[config.mk]
export PLATFORM = sky130hd
export DESIGN_NAME = bridge_ctrl_top
export DESIGN_NICKNAME = d
export VERILOG_FILES = /design/src/hw/bridge_ctrl_pkg.sv /design/src/hw/adc_sample_cond.sv /design/src/hw/bridge_startup_seq.sv /design/src/hw/bridge_gate_drive.sv /design/src/hw/bridge_ctrl_top.sv
export SDC_FILE = /design/constraint.sdc
export NUM_CORES = 1
export LEC_CHECK = 0
export ABC_AREA = 1
export BUFFER_PORTS_ARGS = -buffer_cell sky130_fd_sc_hd__buf_2
export CAP_MARGIN = 20
export CORE_MARGIN = 2
export CORE_UTILIZATION = 50
export CTS_CLUSTER_SIZE = 14
export DETAILED_ROUTE_END_ITERATION = 6
export PLACE_DENSITY_LB_ADDON = 0.2
export SYNTH_ARGS = -nofsm -noshare
export SYNTH_HDL_FRONTEND = slang
export SYNTH_HIERARCHICAL = 1
export SYNTH_SLANG_ARGS = --single-unit
export TNS_END_PERCENT = 50
[constraint.sdc]
create_clock -name ADA_DCO -period 1.2 [get_ports ADA_DCO]
set_input_delay 0.36 -clock ADA_DCO [delete_from_list [all_inputs] [get_ports ADA_DCO]]
set_output_delay 0.36 -clock ADA_DCO [all_outputs]
set_load 0.03 [all_outputs]
[src/hw/bridge_ctrl_pkg.sv]
// bridge controller package with shared widths, constants and types
`default_nettype none

package bridge_ctrl_pkg;

   // ====================
   // widths
   // ====================
   // tank adc sample, two's complement
   localparam int ADC_W     = 14;
   // four mosfets of the h-bridge
   localparam int N_SW      = 4;
   localparam int DT_W      = 7;
   localparam int STARTUP_W = 8;

   // ====================
   // types
   // ====================
   typedef logic signed [ADC_W-1:0] adc_sample_t;
   // bit 0 is q1, bit 3 is q4
   // legs are {q1,q3} and {q2,q4}
   typedef logic [N_SW-1:0]         sw_vec_t;
   typedef logic [DT_W-1:0]         dt_cnt_t;
   typedef logic [STARTUP_W-1:0]    startup_cnt_t;

   typedef enum logic [1:0] {
      ST_IDLE,
      ST_BOOT,
      ST_FORCE,
      ST_RUN
   } startup_state_e;

   // ====================
   // constants
   // ====================
   // full scale codes, neg fs also flags positive over-range
   localparam adc_sample_t ADC_POS_FS = 14'sh1FFF;
   localparam adc_sample_t ADC_NEG_FS = 14'sh2000;
   // shift to offset binary for the dac
   localparam adc_sample_t DAC_OFFSET = 14'sd8191;

   // dead time in clock cycles, suffix is {dsw[3], dsw[2]}
   localparam dt_cnt_t DT_CYC_00 = 7'd80;
   localparam dt_cnt_t DT_CYC_01 = 7'd40;
   localparam dt_cnt_t DT_CYC_10 = 7'd20;
   localparam dt_cnt_t DT_CYC_11 = 7'd60;

   // start-up thresholds
   localparam startup_cnt_t ON_CNT = 8'd10;
   localparam startup_cnt_t VG_CNT = 8'd14;

   // low sides q3 and q4 charge the bootstraps
   localparam sw_vec_t BOOT_PATTERN  = 4'b1100;
   // q1 and q4 force a known tank state
   localparam sw_vec_t FORCE_PATTERN = 4'b1001;

endpackage

`default_nettype wire

[src/hw/adc_sample_cond.sv]
// tank adc a conditioning with polarity inversion, over-range clamp and dac copy
`timescale 1ns/1ps
`default_nettype none

module adc_sample_cond (
   input  logic                        i_rst_n,
   input  logic                        ADA_DCO,
   input  bridge_ctrl_pkg::adc_sample_t i_ada_data,
   input  logic                        i_ada_or,
   output bridge_ctrl_pkg::adc_sample_t o_adc_a,
   output bridge_ctrl_pkg::adc_sample_t o_dac_a
);

   // sensing path on the board is inverted
   bridge_ctrl_pkg::adc_sample_t neg_sample;
   bridge_ctrl_pkg::adc_sample_t clamp_sample;

   // two's complement negation
   assign neg_sample = -i_ada_data;

   // over-range clamp
   // raw neg fs is the true signal past positive full scale
   // any other over-range code clamps to the negative rail
   assign clamp_sample = (i_ada_data == bridge_ctrl_pkg::ADC_NEG_FS) ?
                         bridge_ctrl_pkg::ADC_POS_FS :
                         bridge_ctrl_pkg::ADC_NEG_FS;

   // ====================
   // sample register
   // ====================
   always_ff @(posedge ADA_DCO or negedge i_rst_n) begin
      if (!i_rst_n) begin
         o_adc_a <= '0;
         o_dac_a <= '0;
      end else begin
         if (i_ada_or) begin
            o_adc_a <= clamp_sample;
         end else begin
            o_adc_a <= neg_sample;
         end
         // dac copy ignores the clamp
         // offset binary with a 14-bit wrap
         o_dac_a <= neg_sample + bridge_ctrl_pkg::DAC_OFFSET;
      end
   end

endmodule

`default_nettype wire

[src/hw/bridge_startup_seq.sv]
// h-bridge start-up sequencer for bootstrap charge, forced state and run
`timescale 1ns/1ps
`default_nettype none

module bridge_startup_seq (
   input  logic                            i_rst_n,
   input  logic                            ADA_DCO,
   input  logic                            i_enable,
   output bridge_ctrl_pkg::startup_state_e o_state
);

   // cycles since enable went high
   bridge_ctrl_pkg::startup_cnt_t startup_cnt;

   // ====================
   // start-up counter
   // ====================
   // cleared while disabled
   // stops counting once the bridge is running
   always_ff @(posedge ADA_DCO or negedge i_rst_n) begin
      if (!i_rst_n) begin
         startup_cnt <= '0;
      end else if (!i_enable) begin
         startup_cnt <= '0;
      end else if (o_state != bridge_ctrl_pkg::ST_RUN) begin
         startup_cnt <= startup_cnt + 1'b1;
      end
   end

   // ====================
   // state register
   // ====================
   // decoded from the count held before this edge
   // boot: low sides on, bootstrap caps charge
   // force: known tank state before handover
   // run: normal switching
   always_ff @(posedge ADA_DCO or negedge i_rst_n) begin
      if (!i_rst_n) begin
         o_state <= bridge_ctrl_pkg::ST_IDLE;
      end else if (!i_enable) begin
         // disable drops straight back to idle
         o_state <= bridge_ctrl_pkg::ST_IDLE;
      end else if (startup_cnt <= bridge_ctrl_pkg::ON_CNT) begin
         o_state <= bridge_ctrl_pkg::ST_BOOT;
      end else if (startup_cnt <= bridge_ctrl_pkg::VG_CNT) begin
         o_state <= bridge_ctrl_pkg::ST_FORCE;
      end else begin
         o_state <= bridge_ctrl_pkg::ST_RUN;
      end
   end

endmodule

`default_nettype wire

[src/hw/bridge_gate_drive.sv]
// mosfet gate drive with dead time, leg blanking and start-up overrides
`timescale 1ns/1ps
`default_nettype none

module bridge_gate_drive (
   input  logic                            i_rst_n,
   input  logic                            ADA_DCO,
   input  bridge_ctrl_pkg::sw_vec_t        i_sw_cmd,
   input  logic [1:0]                      i_dt_sel,
   input  bridge_ctrl_pkg::startup_state_e i_state,
   output bridge_ctrl_pkg::sw_vec_t        o_q
);

   // selected dead time
   bridge_ctrl_pkg::dt_cnt_t dt_len;
   // per switch high time counters
   bridge_ctrl_pkg::dt_cnt_t dt_cnt [bridge_ctrl_pkg::N_SW];
   // command after rising edge delay
   bridge_ctrl_pkg::sw_vec_t dt_word;
   // dead-timed word with shorted legs blanked
   bridge_ctrl_pkg::sw_vec_t safe_word;
   logic                     leg_short;

   // ====================
   // dead time select
   // ====================
   // i_dt_sel is {dsw[3], dsw[2]}
   always_comb begin
      case (i_dt_sel)
         2'b00:   dt_len = bridge_ctrl_pkg::DT_CYC_00;
         2'b01:   dt_len = bridge_ctrl_pkg::DT_CYC_01;
         2'b10:   dt_len = bridge_ctrl_pkg::DT_CYC_10;
         default: dt_len = bridge_ctrl_pkg::DT_CYC_11;
      endcase
   end

   // ====================
   // dead time insertion
   // ====================
   // a bit turns on only after its command has been high for dt_len
   // cycles and turns off on the first low sample
   // counters saturate at all ones so a switch held on for long
   // never wraps back off
   always_ff @(posedge ADA_DCO or negedge i_rst_n) begin
      if (!i_rst_n) begin
         for (int i = 0; i < bridge_ctrl_pkg::N_SW; i++) begin
            dt_cnt[i] <= '0;
         end
         dt_word <= '0;
      end else begin
         for (int i = 0; i < bridge_ctrl_pkg::N_SW; i++) begin
            if (!i_sw_cmd[i]) begin
               dt_cnt[i]  <= '0;
               dt_word[i] <= 1'b0;
            end else begin
               if (dt_cnt[i] != {bridge_ctrl_pkg::DT_W{1'b1}}) begin
                  dt_cnt[i] <= dt_cnt[i] + 1'b1;
               end
               // compare against the live selection
               dt_word[i] <= (dt_cnt[i] >= dt_len);
            end
         end
      end
   end

   // ====================
   // leg blanking
   // ====================
   // q1/q3 or q2/q4 together would short the supply
   assign leg_short = (dt_word[0] & dt_word[2]) | (dt_word[1] & dt_word[3]);

   // whole bridge off rather than only the offending leg
   assign safe_word = leg_short ? '0 : dt_word;

   // ====================
   // gate output register
   // ====================
   // start-up state overrides the switching command
   always_ff @(posedge ADA_DCO or negedge i_rst_n) begin
      if (!i_rst_n) begin
         o_q <= '0;
      end else begin
         unique case (i_state)
            bridge_ctrl_pkg::ST_IDLE:  o_q <= '0;
            // low sides only while bootstraps charge
            bridge_ctrl_pkg::ST_BOOT:  o_q <= bridge_ctrl_pkg::BOOT_PATTERN;
            bridge_ctrl_pkg::ST_FORCE: o_q <= bridge_ctrl_pkg::FORCE_PATTERN;
            bridge_ctrl_pkg::ST_RUN:   o_q <= safe_word;
         endcase
      end
   end

endmodule

`default_nettype wire

[src/hw/bridge_ctrl_top.sv]
// resonant tank bridge controller top: adc front end and gate path
`timescale 1ns/1ps
`default_nettype none

module bridge_ctrl_top (
   // reset and tank adc data clock
   input  logic                         i_rst_n,
   input  logic                         ADA_DCO,
   // tank adc a
   input  bridge_ctrl_pkg::adc_sample_t i_ada_data,
   input  logic                         i_ada_or,
   // converter enable switch
   input  logic                         i_enable,
   // switching command from the controller
   input  bridge_ctrl_pkg::sw_vec_t     i_sw_cmd,
   // dead time select, {dsw[3], dsw[2]}
   input  logic [1:0]                   i_dt_sel,
   // conditioned sample and dac copy
   output bridge_ctrl_pkg::adc_sample_t o_adc_a,
   output bridge_ctrl_pkg::adc_sample_t o_dac_a,
   // mosfet gates, bit 0 is q1
   output bridge_ctrl_pkg::sw_vec_t     o_q
);

   // sequencer state into the gate drive
   bridge_ctrl_pkg::startup_state_e startup_state;

   // ====================
   // adc front end
   // ====================
   adc_sample_cond u_adc_sample_cond (
      .i_rst_n    (i_rst_n),
      .ADA_DCO    (ADA_DCO),
      .i_ada_data (i_ada_data),
      .i_ada_or   (i_ada_or),
      .o_adc_a    (o_adc_a),
      .o_dac_a    (o_dac_a)
   );

   // ====================
   // start-up sequencing
   // ====================
   // counts adc clock cycles from enable
   bridge_startup_seq u_bridge_startup_seq (
      .i_rst_n  (i_rst_n),
      .ADA_DCO  (ADA_DCO),
      .i_enable (i_enable),
      .o_state  (startup_state)
   );

   // ====================
   // gate drive
   // ====================
   // enable reaches the gates only through the state
   bridge_gate_drive u_bridge_gate_drive (
      .i_rst_n  (i_rst_n),
      .ADA_DCO  (ADA_DCO),
      .i_sw_cmd (i_sw_cmd),
      .i_dt_sel (i_dt_sel),
      .i_state  (startup_state),
      .o_q      (o_q)
   );

endmodule

`default_nettype wire

==> impl_metrics.env, run 1 <==
export IMPL_fin_crit_sh_pct=116
export IMPL_crit_chain="buf_8 > clkinvlp_4 > ha_4 > inv_2 > nand2_2 > nand2_2 > nor2_4 > nand3_4 > nor2_4 > buf_6 > nand4_1 > nand2_1 > inv_1"
export IMPL_crit_path_start="i_ada_data[0]"
export IMPL_dp_cells=741
export IMPL_vias=3986
export IMPL_drv_slew=0
export IMPL_peakVddDrop_uv=709
export IMPL_overflow=0
export IMPL_syn_num_nets=559
export IMPL_drt_first_pass_iters=4
export IMPL_synth_area_sq_um=4100
export IMPL_synthTopCellsByArea="dfrtp_1 (45%), nand2_1 (11%), inv_1 (7.2%)"
export IMPL_viasPerCell=5.08
export IMPL_fin_cells=785
export IMPL_nFillCells=525
export IMPL_critPathRequiredTime_ns=1.44
export IMPL_yosysTopAreaCellShare_pct=45.2
export IMPL_synth_seq_area_share_pct=45.2
export IMPL_max_freq_mhz=716
export IMPL_path_class="input pin to register"
export IMPL_start_util_pct=50.6
export IMPL_drt_initial_drc_count=143
export IMPL_min_from="i_ada_data[0]"
export IMPL_start_kind="input pin"
export IMPL_grt_use_total_pct=23.0
export IMPL_drive_gt1_share_pct=45.4
export IMPL_ios=56
export IMPL_setup_viol=69
export IMPL_yosys_area_top_type="dfrtp_1"
export IMPL_syn_avg_cell_area_sq_um=8.00
export IMPL_tightest_slew_ns=0.373
export IMPL_setup_tns_ns=-2.73
export IMPL_max_cap_viol_count=0
export IMPL_fin_crit_ns=1.40
export IMPL_clk_pin_slew_ns=0.08
export IMPL_synthFlopType="dfrtp_1"
export IMPL_synth_cell_type_count=37
export IMPL_grt_max_degree=33
export IMPL_cp_top_family="simple AND/OR/NAND/NOR gates"
export IMPL_final_setup_skew_ns=0.0143
export IMPL_finalNetCount=722
export IMPL_chipHeight_um=94.5
export IMPL_clk_latency_ns=0.34
export IMPL_finalHoldViolCount=0
export IMPL_h_tree_depth=3
export IMPL_slew_headroom_pct=75.1
export IMPL_cts_tree="yes"
export IMPL_reg2reg_from="u_bridge_gate_drive/dt_cnt[9]"
export IMPL_cp_max_fo=7
export IMPL_gp_congestion=0.929
export IMPL_ctsLongestPathBuffers=2
export IMPL_portBuffers=55
export IMPL_async_flop_share_pct=100
export IMPL_critPathBufInv=5
export IMPL_row_count=33
export IMPL_max_stage_delay_ns=0.19
export IMPL_violations="setup timing"
export IMPL_cts_sinks=74
export IMPL_fin_hold_ws_ns=0.218
export IMPL_antenna_found_initial=0
export IMPL_p_per_area_nw_per_um2=937
export IMPL_cts_root_buf="clkbuf_8"
export IMPL_dp_hpwl_mm=6.98
export IMPL_synth_edf_count=0
export IMPL_slowest_stage="ha_4"
export IMPL_core_sq_um=8090
export IMPL_yosysWarningCount=6
export IMPL_rsz0062_at_grt="true"
export IMPL_drcViolationCount=0
export IMPL_worstSetupEndpointType="register"
export IMPL_num_antenna_cells=0
export IMPL_p_leak_nw=3.04
export IMPL_fp_dieW_um=94.5
export IMPL_synth_most_common_cell="nand2_1"
export IMPL_ys_ff_latch=74
export IMPL_wl_mm=10.7
export IMPL_grt_pass1_wl_mm=16.2
export IMPL_worstPathArrival_ns=1.63
export IMPL_syn_to_final_growth_pct=52.4
export IMPL_synth_common_cells="nand2_1 (120), inv_1 (79), dfrtp_1 (74)"
export IMPL_ant_nets=0
export IMPL_fin_ws_ns=-0.197
export IMPL_die_area_sq_um=8930
export IMPL_min_path_type="input pin to register"
export IMPL_outcome="finished, violations left"
export IMPL_cts_buffers=9
export IMPL_netlist_instances=512
export IMPL_finalPower_mw=5.85
export IMPL_first_global_vias=3703
export IMPL_wl_per_cell_um=13.6
[flip-flops by register name, summed over array words and instances, names as in the netlist]
name                              flops
u_bridge_startup_seq/o_state          2
u_bridge_gate_drive/dt_cnt           28
u_bridge_gate_drive/dt_word           4
u_bridge_gate_drive/o_q               4
u_bridge_startup_seq/startup_cnt      8
u_adc_sample_cond/o_dac_a            14
u_adc_sample_cond/o_adc_a            14
[tightest hold or removal path: stages]
cell and delay, ns:
buf_8 0.08, nand2_1 0.04, nand2_1 0.06
[where the power goes]
group / switching, mW / internal (mW) / leakage (nW)
logic: 0.682 / 0.567 / 1.97
clock network: 0.907 / 1.01 / 0.103
registers: 0.0803 / 2.60 / 0.963
total: 1.67 / 4.18 / 3.04
[layout make-up]
cell class	instances	area [sq um]	share of cell area (%)
Sequential cell	74	1850	29.7
Multi-Input combinational cell	351	2410	38.6
Clock buffer	11	141	2.27
Tap cell	105	131	2.11
Inverter	82	325	5.21
Clock inverter	5	53.8	0.862
Timing Repair Buffer	157	1330	21.3
[worst paths after layout]
| check | endpoint | slack [ns] | depth (start not counted) |
|---|---|---|---|
| worst max-delay path | u_adc_sample_cond/o_dac_a[11] | -0.20 | 13 |
| worst min-delay path | u_adc_sample_cond/o_dac_a[1] | 0.22 | 3 |
| worst max register to register | u_bridge_gate_drive/dt_word[2] | -0.09 | 8 |
| worst min register to register | u_bridge_gate_drive/o_q[0] | 0.51 | 1 |
| max in group asynchronous | u_bridge_gate_drive/dt_cnt[4] | 0.25 | 3 |
| min in group asynchronous | u_bridge_gate_drive/o_q[2] | 0.45 | 2 |
[metrics by stage]
step           setup slack (ns)  instance area [sq um]  util, %
6_report                 -0.197                   6240     77.1
4_1_cts                  -0.109                   5770     71.3
3_3_place_gp             -0.495                   5100     63.1
5_1_grt                  -0.287                   6240     77.1
3_5_place_dp             -0.541                   5100     63.1
2_1_floorplan            -0.393                   4140        -
[placed cells by master (no fill, tap or decap), types with 6 or more instances in the layout]
cell type	n
nand2_1	95
buf_4	89
dfrtp_1	74
inv_1	61
buf_6	42
nand2_2	30
nor2_1	30
nand3_1	29
buf_2	21
nor2_4	19
o21ai_0	15
a21oi_2	15
inv_2	14
o21ai_1	13
ha_1	13
clkbuf_8	10
nand3_2	10
a21oi_1	9
o21ai_2	8
nand2_4	7
nand3_4	7
xor2_1	7
ha_4	7
nand4_1	6
nor2_2	6
[cells by family after synthesis]
family                     synth area share [%]
AOI/OAI and AO/OA                          9.44
xor gates and xnor gates                   1.92
adders and majority gates                  7.03
buffers and inverters                      8.13
DFF                                        45.2
and+or+nand+nor                            28.3
[metal layers]
layer / wire length, um / global-route usage, %
met5: 0 / 0
met4: 285 / 9.54
met3: 564 / 5.35
met2: 5310 / 38.8
met1: 4550 / 28.3
[what timing repair did]
action                                  CTS  global route
endpoints found under the setup margin   72            87
setup buffers                             8            19
pin swaps                                27            63
hold buffers                              1             0
hold endpoints to repair                  9             0
gates resized for setup                 121           100
gates cloned                              0             0
No activity file was read; power rests on OpenSTA's default activity.
==> run 2, diff against run 1 <==
Settings changed: CELL_PAD_IN_SITES_DETAIL_PLACEMENT set to 0, CELL_PAD_IN_SITES_GLOBAL_PLACEMENT set to 2, CORE_UTILIZATION 50 to 31, TNS_END_PERCENT 50 to 10.
==> run 2 against run 1 <==
  * The flow still finishes with violations (setup timing)
  * Maximum frequency rose by 4.8%
  * Critical endpoint is now u_adc_sample_cond/o_dac_a[13]
  * Total power rose by 12%
  * Critical path type unchanged
  * Die area rose by 58%
  * Final cell count rose by 6.5%
  * Sequential cell count did not move
  * Setup slack improved by 0.064 ns
==> impl_metrics.env, run 2 (synthesized netlist as in run 1, its figures left out) <==
export IMPL_outcome="finished, violations left"
export IMPL_violations="setup timing"
export IMPL_overflow=0
export IMPL_die_area_sq_um=14100
export IMPL_drv_slew=0
export IMPL_worstPathArrival_ns=1.56
export IMPL_viasPerCell=4.44
export IMPL_grt_max_degree=54
export IMPL_core_sq_um=12800
export IMPL_first_global_vias=3643
export IMPL_fin_hold_ws_ns=0.00438
export IMPL_syn_to_final_growth_pct=48.1
export IMPL_reg2reg_to="u_bridge_gate_drive/dt_cnt[10]"
export IMPL_wl_mm=9.98
export IMPL_p_int_mw=4.72
export IMPL_drt_initial_drc_count=156
export IMPL_cts_tree="yes"
export IMPL_reg2reg_from="u_bridge_gate_drive/dt_cnt[7]"
export IMPL_p_leak_nw=2.93
export IMPL_place_area_sq_um=5150
export IMPL_design_area_sq_um=6070
export IMPL_rrSetupSlack_ns=-0.10
export IMPL_final_util_pct=47.5
export IMPL_path_class="input pin to register"
export IMPL_drcViolationCount=0
export IMPL_dp_hpwl_mm=7.57
export IMPL_ctsLongestPathBuffers=2
export IMPL_final_setup_skew_ns=0.00668
export IMPL_wl_per_cell_um=11.9
export IMPL_max_freq_mhz=750
export IMPL_slew_headroom_pct=80.5
export IMPL_row_count=41
export IMPL_worstSetupEndpointType="register"
export IMPL_cts_buffers=9
export IMPL_top_register="u_bridge_gate_drive/dt_cnt"
export IMPL_largest_reg_flops=28
export IMPL_fin_crit_sh_pct=111
export IMPL_grt_use_total_pct=15.3
export IMPL_rr_worst_depth=5
export IMPL_portBuffers=55
export IMPL_h_tree_depth=3
export IMPL_fin_crit_ns=1.33
export IMPL_clk_pin_slew_ns=0.06
export IMPL_cts_root_buf="clkbuf_16"
export IMPL_combPwrFrac_pct=16.8
export IMPL_vias=3708
export IMPL_ant_nets=0
export IMPL_layout_cells_most_common="nand2_1"
export IMPL_setup_viol=52
export IMPL_fin_ws_ns=-0.133
export IMPL_critPathRequiredTime_ns=1.43
export IMPL_fp_dieW_um=119
export IMPL_place_ws_ns=-0.587
export IMPL_drive_gt1_share_pct=38.3
export IMPL_final_cell_mix="nand2_1 (101), buf_4 (81), dfrtp_1 (74), inv_1 (67)"
export IMPL_cp_max_fo=5
export IMPL_gp_congestion=0.770
export IMPL_nFillCells=1238
export IMPL_postCtsHoldBufs=0
export IMPL_crit_end="u_adc_sample_cond/o_dac_a[13]"
export IMPL_max_cap_viol_count=0
export IMPL_swShare_pct=27.6
export IMPL_min_path_type="input pin to asynchronous set/reset pin"
export IMPL_antenna_found_initial=1
export IMPL_tightest_slew_ns=0.292
export IMPL_reg_largest_list="u_bridge_gate_drive/dt_cnt: 28 flops, u_adc_sample_cond/o_adc_a: 14 flops, u_adc_sample_cond/o_dac_a: 14 flops"
export IMPL_start_kind="input pin"
export IMPL_crit_path_start="i_ada_data[2]"
export IMPL_peakVddDrop_uv=712
export IMPL_start_util_pct=32.1
export IMPL_finalNetCount=705
export IMPL_rsz0062_at_grt="true"
export IMPL_p_per_area_nw_per_um2=1080
export IMPL_p_switching_mw=1.80
export IMPL_p_seq_share_pct=41.1
export IMPL_chipHeight_um=119
export IMPL_ios=56
export IMPL_p_clk_share_pct=42.1
export IMPL_grt_pass1_wl_mm=17.2
export IMPL_clk_latency_ns=0.34
export IMPL_finalHoldViolCount=0
export IMPL_drt_first_pass_iters=4
export IMPL_cts_sinks=74
==> run 2: repair_timing <==
| action | in CTS | in global routing |
|---|---|---|
| pin swaps | 24 | 33 |
| buffers inserted | 7 | 5 |
| cloned | 0 | 0 |
| resized for setup | 107 | 57 |
| endpoints found under the setup margin | 68 | 86 |
==> run 2: final cells by class <==
class | count | area, sq um | share of cell area, %
multi-input combinational | 351 | 2200 | 36.3
antenna | 1 | 2.50 | 0.0413
clock inverter | 7 | 77.6 | 1.28
timing repair buffer | 140 | 1170 | 19.4
clock buffer | 9 | 225 | 3.71
tap | 172 | 215 | 3.55
inverter | 82 | 318 | 5.24
sequential | 74 | 1850 | 30.5
==> run 2: worst min-delay path by stage <==
stage                  from                              to  slack, ns  cells past startpoint
finish              i_rst_n      u_bridge_gate_drive/o_q[1]      0.004                      2
CTS                 i_rst_n    u_adc_sample_cond/o_dac_a[1]      0.006                      2
detailed placement  i_rst_n      u_bridge_gate_drive/o_q[1]       0.38                      2
global placement    i_rst_n      u_bridge_gate_drive/o_q[1]       0.37                      2
global route        i_rst_n  u_bridge_gate_drive/dt_cnt[22]       0.01                      2
floorplan           i_rst_n    u_adc_sample_cond/o_adc_a[0]       0.06                      0
==> run 2: per-layer routing <==
metal | track usage [%] | vias to the layer above | share of wire [%]
met2 | 23.9 | 50 | 46
li1 | - | 1937 | -
met1 | 19.9 | 1709 | 48
met3 | 3.98 | 12 | 3.8
met4 | 6.92 | 0 | 2.1
met5 | 0 | - | 0
==> run 2: power groups by stage <==
stage / Combinational (mW) / Sequential (mW) / Clock, mW
6_report: 1.10 / 2.68 / 2.74
5_1_grt: 1.21 / 2.69 / 2.95
4_1_cts: 1.04 / 2.68 / 2.82
3_5_place_dp: 0.908 / 2.71 / 0
3_3_place_gp: 0.898 / 2.71 / 0
2_1_floorplan: 0.330 / 2.83 / 0
==> run 2: worst max-delay path: stages <==
cell,delay (ns)
buf_6,0.11
nor2_4,0.20
nand2_8,0.09
nor2_4,0.13
nand2_1,0.07
nand2_1,0.07
nand2_2,0.10
nor2_4,0.13
nand2_2,0.07
nor3_2,0.17
nor2_1,0.06
==> run 2: metrics by stage <==
stage          instances  power, mW  setup TNS [ns]
4_1_cts              830       6.55           -2.86
5_1_grt              835       6.86           -6.30
2_1_floorplan        512       3.16           -5.21
3_3_place_gp         807       3.61          -11.78
3_5_place_dp         807       3.62          -12.55
6_report             836       6.52           -2.14
==> run 3, diff against run 2 <==
Settings changed: PLACE_DENSITY_LB_ADDON 0.2 to 0.1.
==> run 3 against run 2 <==
  * The flow still finishes with violations (setup timing)
  * Total power grew 1.2%
  * Clock-buffer cell count grew 4
  * Core utilization is essentially flat
  * Final cell count grew 0.24%
  * Sequential power is essentially flat
  * Sequential share of layout area is essentially flat
  * Via count grew 1.7%
  * Maximum frequency shrank 6.1%
  * Wire length grew 6.0%
  * Final area grew 0.10%
  * Critical endpoint is now u_adc_sample_cond/o_dac_a[12]
  * Largest cell class unchanged
==> impl_metrics.env, run 3 (synthesized netlist as in run 1, its figures left out) <==
export IMPL_final_cell_mix="nand2_1 (106), buf_4 (83), dfrtp_1 (73), inv_1 (72)"
export IMPL_core_sq_um=12800
export IMPL_path_class="input pin to register"
export IMPL_slowest_stage="nor3_4"
export IMPL_num_antenna_cells=0
export IMPL_cp_top_family="simple AND/OR/NAND/NOR gates"
export IMPL_final_util_pct=47.5
export IMPL_setup_tns_ns=-2.27
export IMPL_cp_max_fo=7
export IMPL_chipHeight_um=119
export IMPL_setup_viol=46
export IMPL_critPathRequiredTime_ns=1.42
export IMPL_grt_use_met2_pct=25.0
export IMPL_syn_to_final_growth_pct=48.3
export IMPL_peakVddDrop_uv=565
export IMPL_ios=56
export IMPL_grt_use_met1_pct=21.0
export IMPL_fin_hold_ws_ns=0.242
export IMPL_cts_buffers=9
export IMPL_cts_sinks=74
export IMPL_worstSetupEndpointType="register"
export IMPL_nFillCells=1250
export IMPL_place_area_sq_um=5160
export IMPL_drv_slew=0
export IMPL_first_global_vias=3646
export IMPL_drcViolationCount=0
export IMPL_seq_area_sq_um=1850
export IMPL_slew_headroom_pct=81.7
export IMPL_row_count=41
export IMPL_dp_cells=807
export IMPL_cts_root_buf="clkbuf_16"
export IMPL_critPathBufInv=2
export IMPL_fin_crit_sh_pct=118
export IMPL_dp_hpwl_mm=7.72
export IMPL_fin_crit_ns=1.42
export IMPL_p_leak_nw=2.95
export IMPL_drt_first_pass_iters=5
export IMPL_busiest_layer="met2"
export IMPL_clk_pin_slew_ns=0.06
export IMPL_cts_tree="yes"
export IMPL_finalPower_mw=6.60
export IMPL_finalNetCount=708
export IMPL_h_tree_depth=3
export IMPL_multiInputGateArea_sq_um=2180
export IMPL_clk_latency_ns=0.33
export IMPL_fin_cells=838
export IMPL_max_freq_mhz=705
export IMPL_drt_initial_drc_count=122
export IMPL_layout_cells_most_common="nand2_1"
export IMPL_die_area_sq_um=14100
export IMPL_wl_mm=10.6
export IMPL_grt_max_degree=43
export IMPL_top_register="u_bridge_gate_drive/dt_cnt"
export IMPL_fp_dieW_um=119
export IMPL_cpMostUsedCell="nand2_1"
export IMPL_final_setup_skew_ns=0.00457
export IMPL_finalHoldViolCount=0
export IMPL_grtUsageMet3_pct=3.30
export IMPL_tightest_slew_ns=0.273
export IMPL_viasPerCell=4.50
export IMPL_start_util_pct=32.1
export IMPL_largest_reg_flops=28
export IMPL_wl_per_cell_um=12.6
export IMPL_min_path_type="input pin to register"
export IMPL_ctsLongestPathBuffers=2
export IMPL_max_stage_delay_ns=0.29
export IMPL_worstPathArrival_ns=1.64
export IMPL_fin_ws_ns=-0.219
export IMPL_ant_nets=0
export IMPL_antenna_found_initial=0
export IMPL_design_area_sq_um=6070
export IMPL_crit_chain="buf_8 > clkinvlp_4 > ha_4 > nand2_4 > nand2_1 > nand2_2 > nand2_2 > nor3_4 > nand2_1 > nand2_1 > nand2_1"
export IMPL_max_cap_viol_count=0
export IMPL_reg_largest_list="u_bridge_gate_drive/dt_cnt: 28 flops, u_adc_sample_cond/o_adc_a: 14 flops, u_adc_sample_cond/o_dac_a: 14 flops"
export IMPL_grt_use_total_pct=15.6
export IMPL_vias=3771
export IMPL_start_kind="input pin"
export IMPL_overflow=0
export IMPL_violations="setup timing"
export IMPL_drive_gt1_share_pct=37.4
export IMPL_outcome="finished, violations left"
export IMPL_grt_pass1_wl_mm=17.7
export IMPL_place_ws_ns=-0.622
export IMPL_portBuffers=55
export IMPL_rsz0062_at_grt="true"
export IMPL_gp_congestion=0.764
export IMPL_p_per_area_nw_per_um2=1090
run 3: tightest hold or removal path: cells and delay by family:
kind | cells | cell delay, ns
buffers and inverters | 1 | 0.08
and+or+nand+nor | 2 | 0.09
run 3: per-layer routing:
layer,routed length [um],share of wire [%]
met5,0,0
met4,142,1.3
met3,335,3.2
met2,4950,47
met1,5160,49
run 3: area by class of cell:
type / count / area share [%]
clock buffer: 13 / 4.45
clock inverter: 3 / 0.762
inverter: 82 / 5.19
multi-input combinational: 351 / 36.0
sequential: 74 / 30.5
tap: 172 / 3.54
timing repair buffer: 143 / 19.6
run 3: final timing paths:
check | start | endpoint | slack [ns] | cells after the start
worst min-delay path | i_ada_data[0] | u_adc_sample_cond/o_dac_a[1] | 0.24 | 3
worst min register to register | u_bridge_gate_drive/dt_word[3] | u_bridge_gate_drive/o_q[3] | 0.53 | 2
worst max-delay path | i_ada_data[0] | u_adc_sample_cond/o_dac_a[12] | -0.22 | 11
max in group asynchronous | i_rst_n | u_adc_sample_cond/o_dac_a[7] | 0.34 | 3
worst max register to register | u_bridge_gate_drive/dt_cnt[8] | u_bridge_gate_drive/dt_cnt[10] | -0.09 | 5
min in group asynchronous | i_rst_n | u_bridge_gate_drive/dt_cnt[3] | 0.40 | 2
run 3: power by group:
part           switching, mW  internal (mW)
logic                  0.605          0.485
clock network           1.04           1.79
registers             0.0787           2.60
run 3: repair_timing:
item                                   4_1_cts  5_1_grt
hold buffers                                 1        0
setup endpoints to repair                   69       87
resized for setup                           98       48
endpoints found under the hold margin        7        0
setup buffers                               10        4
pin swaps                                   22       20
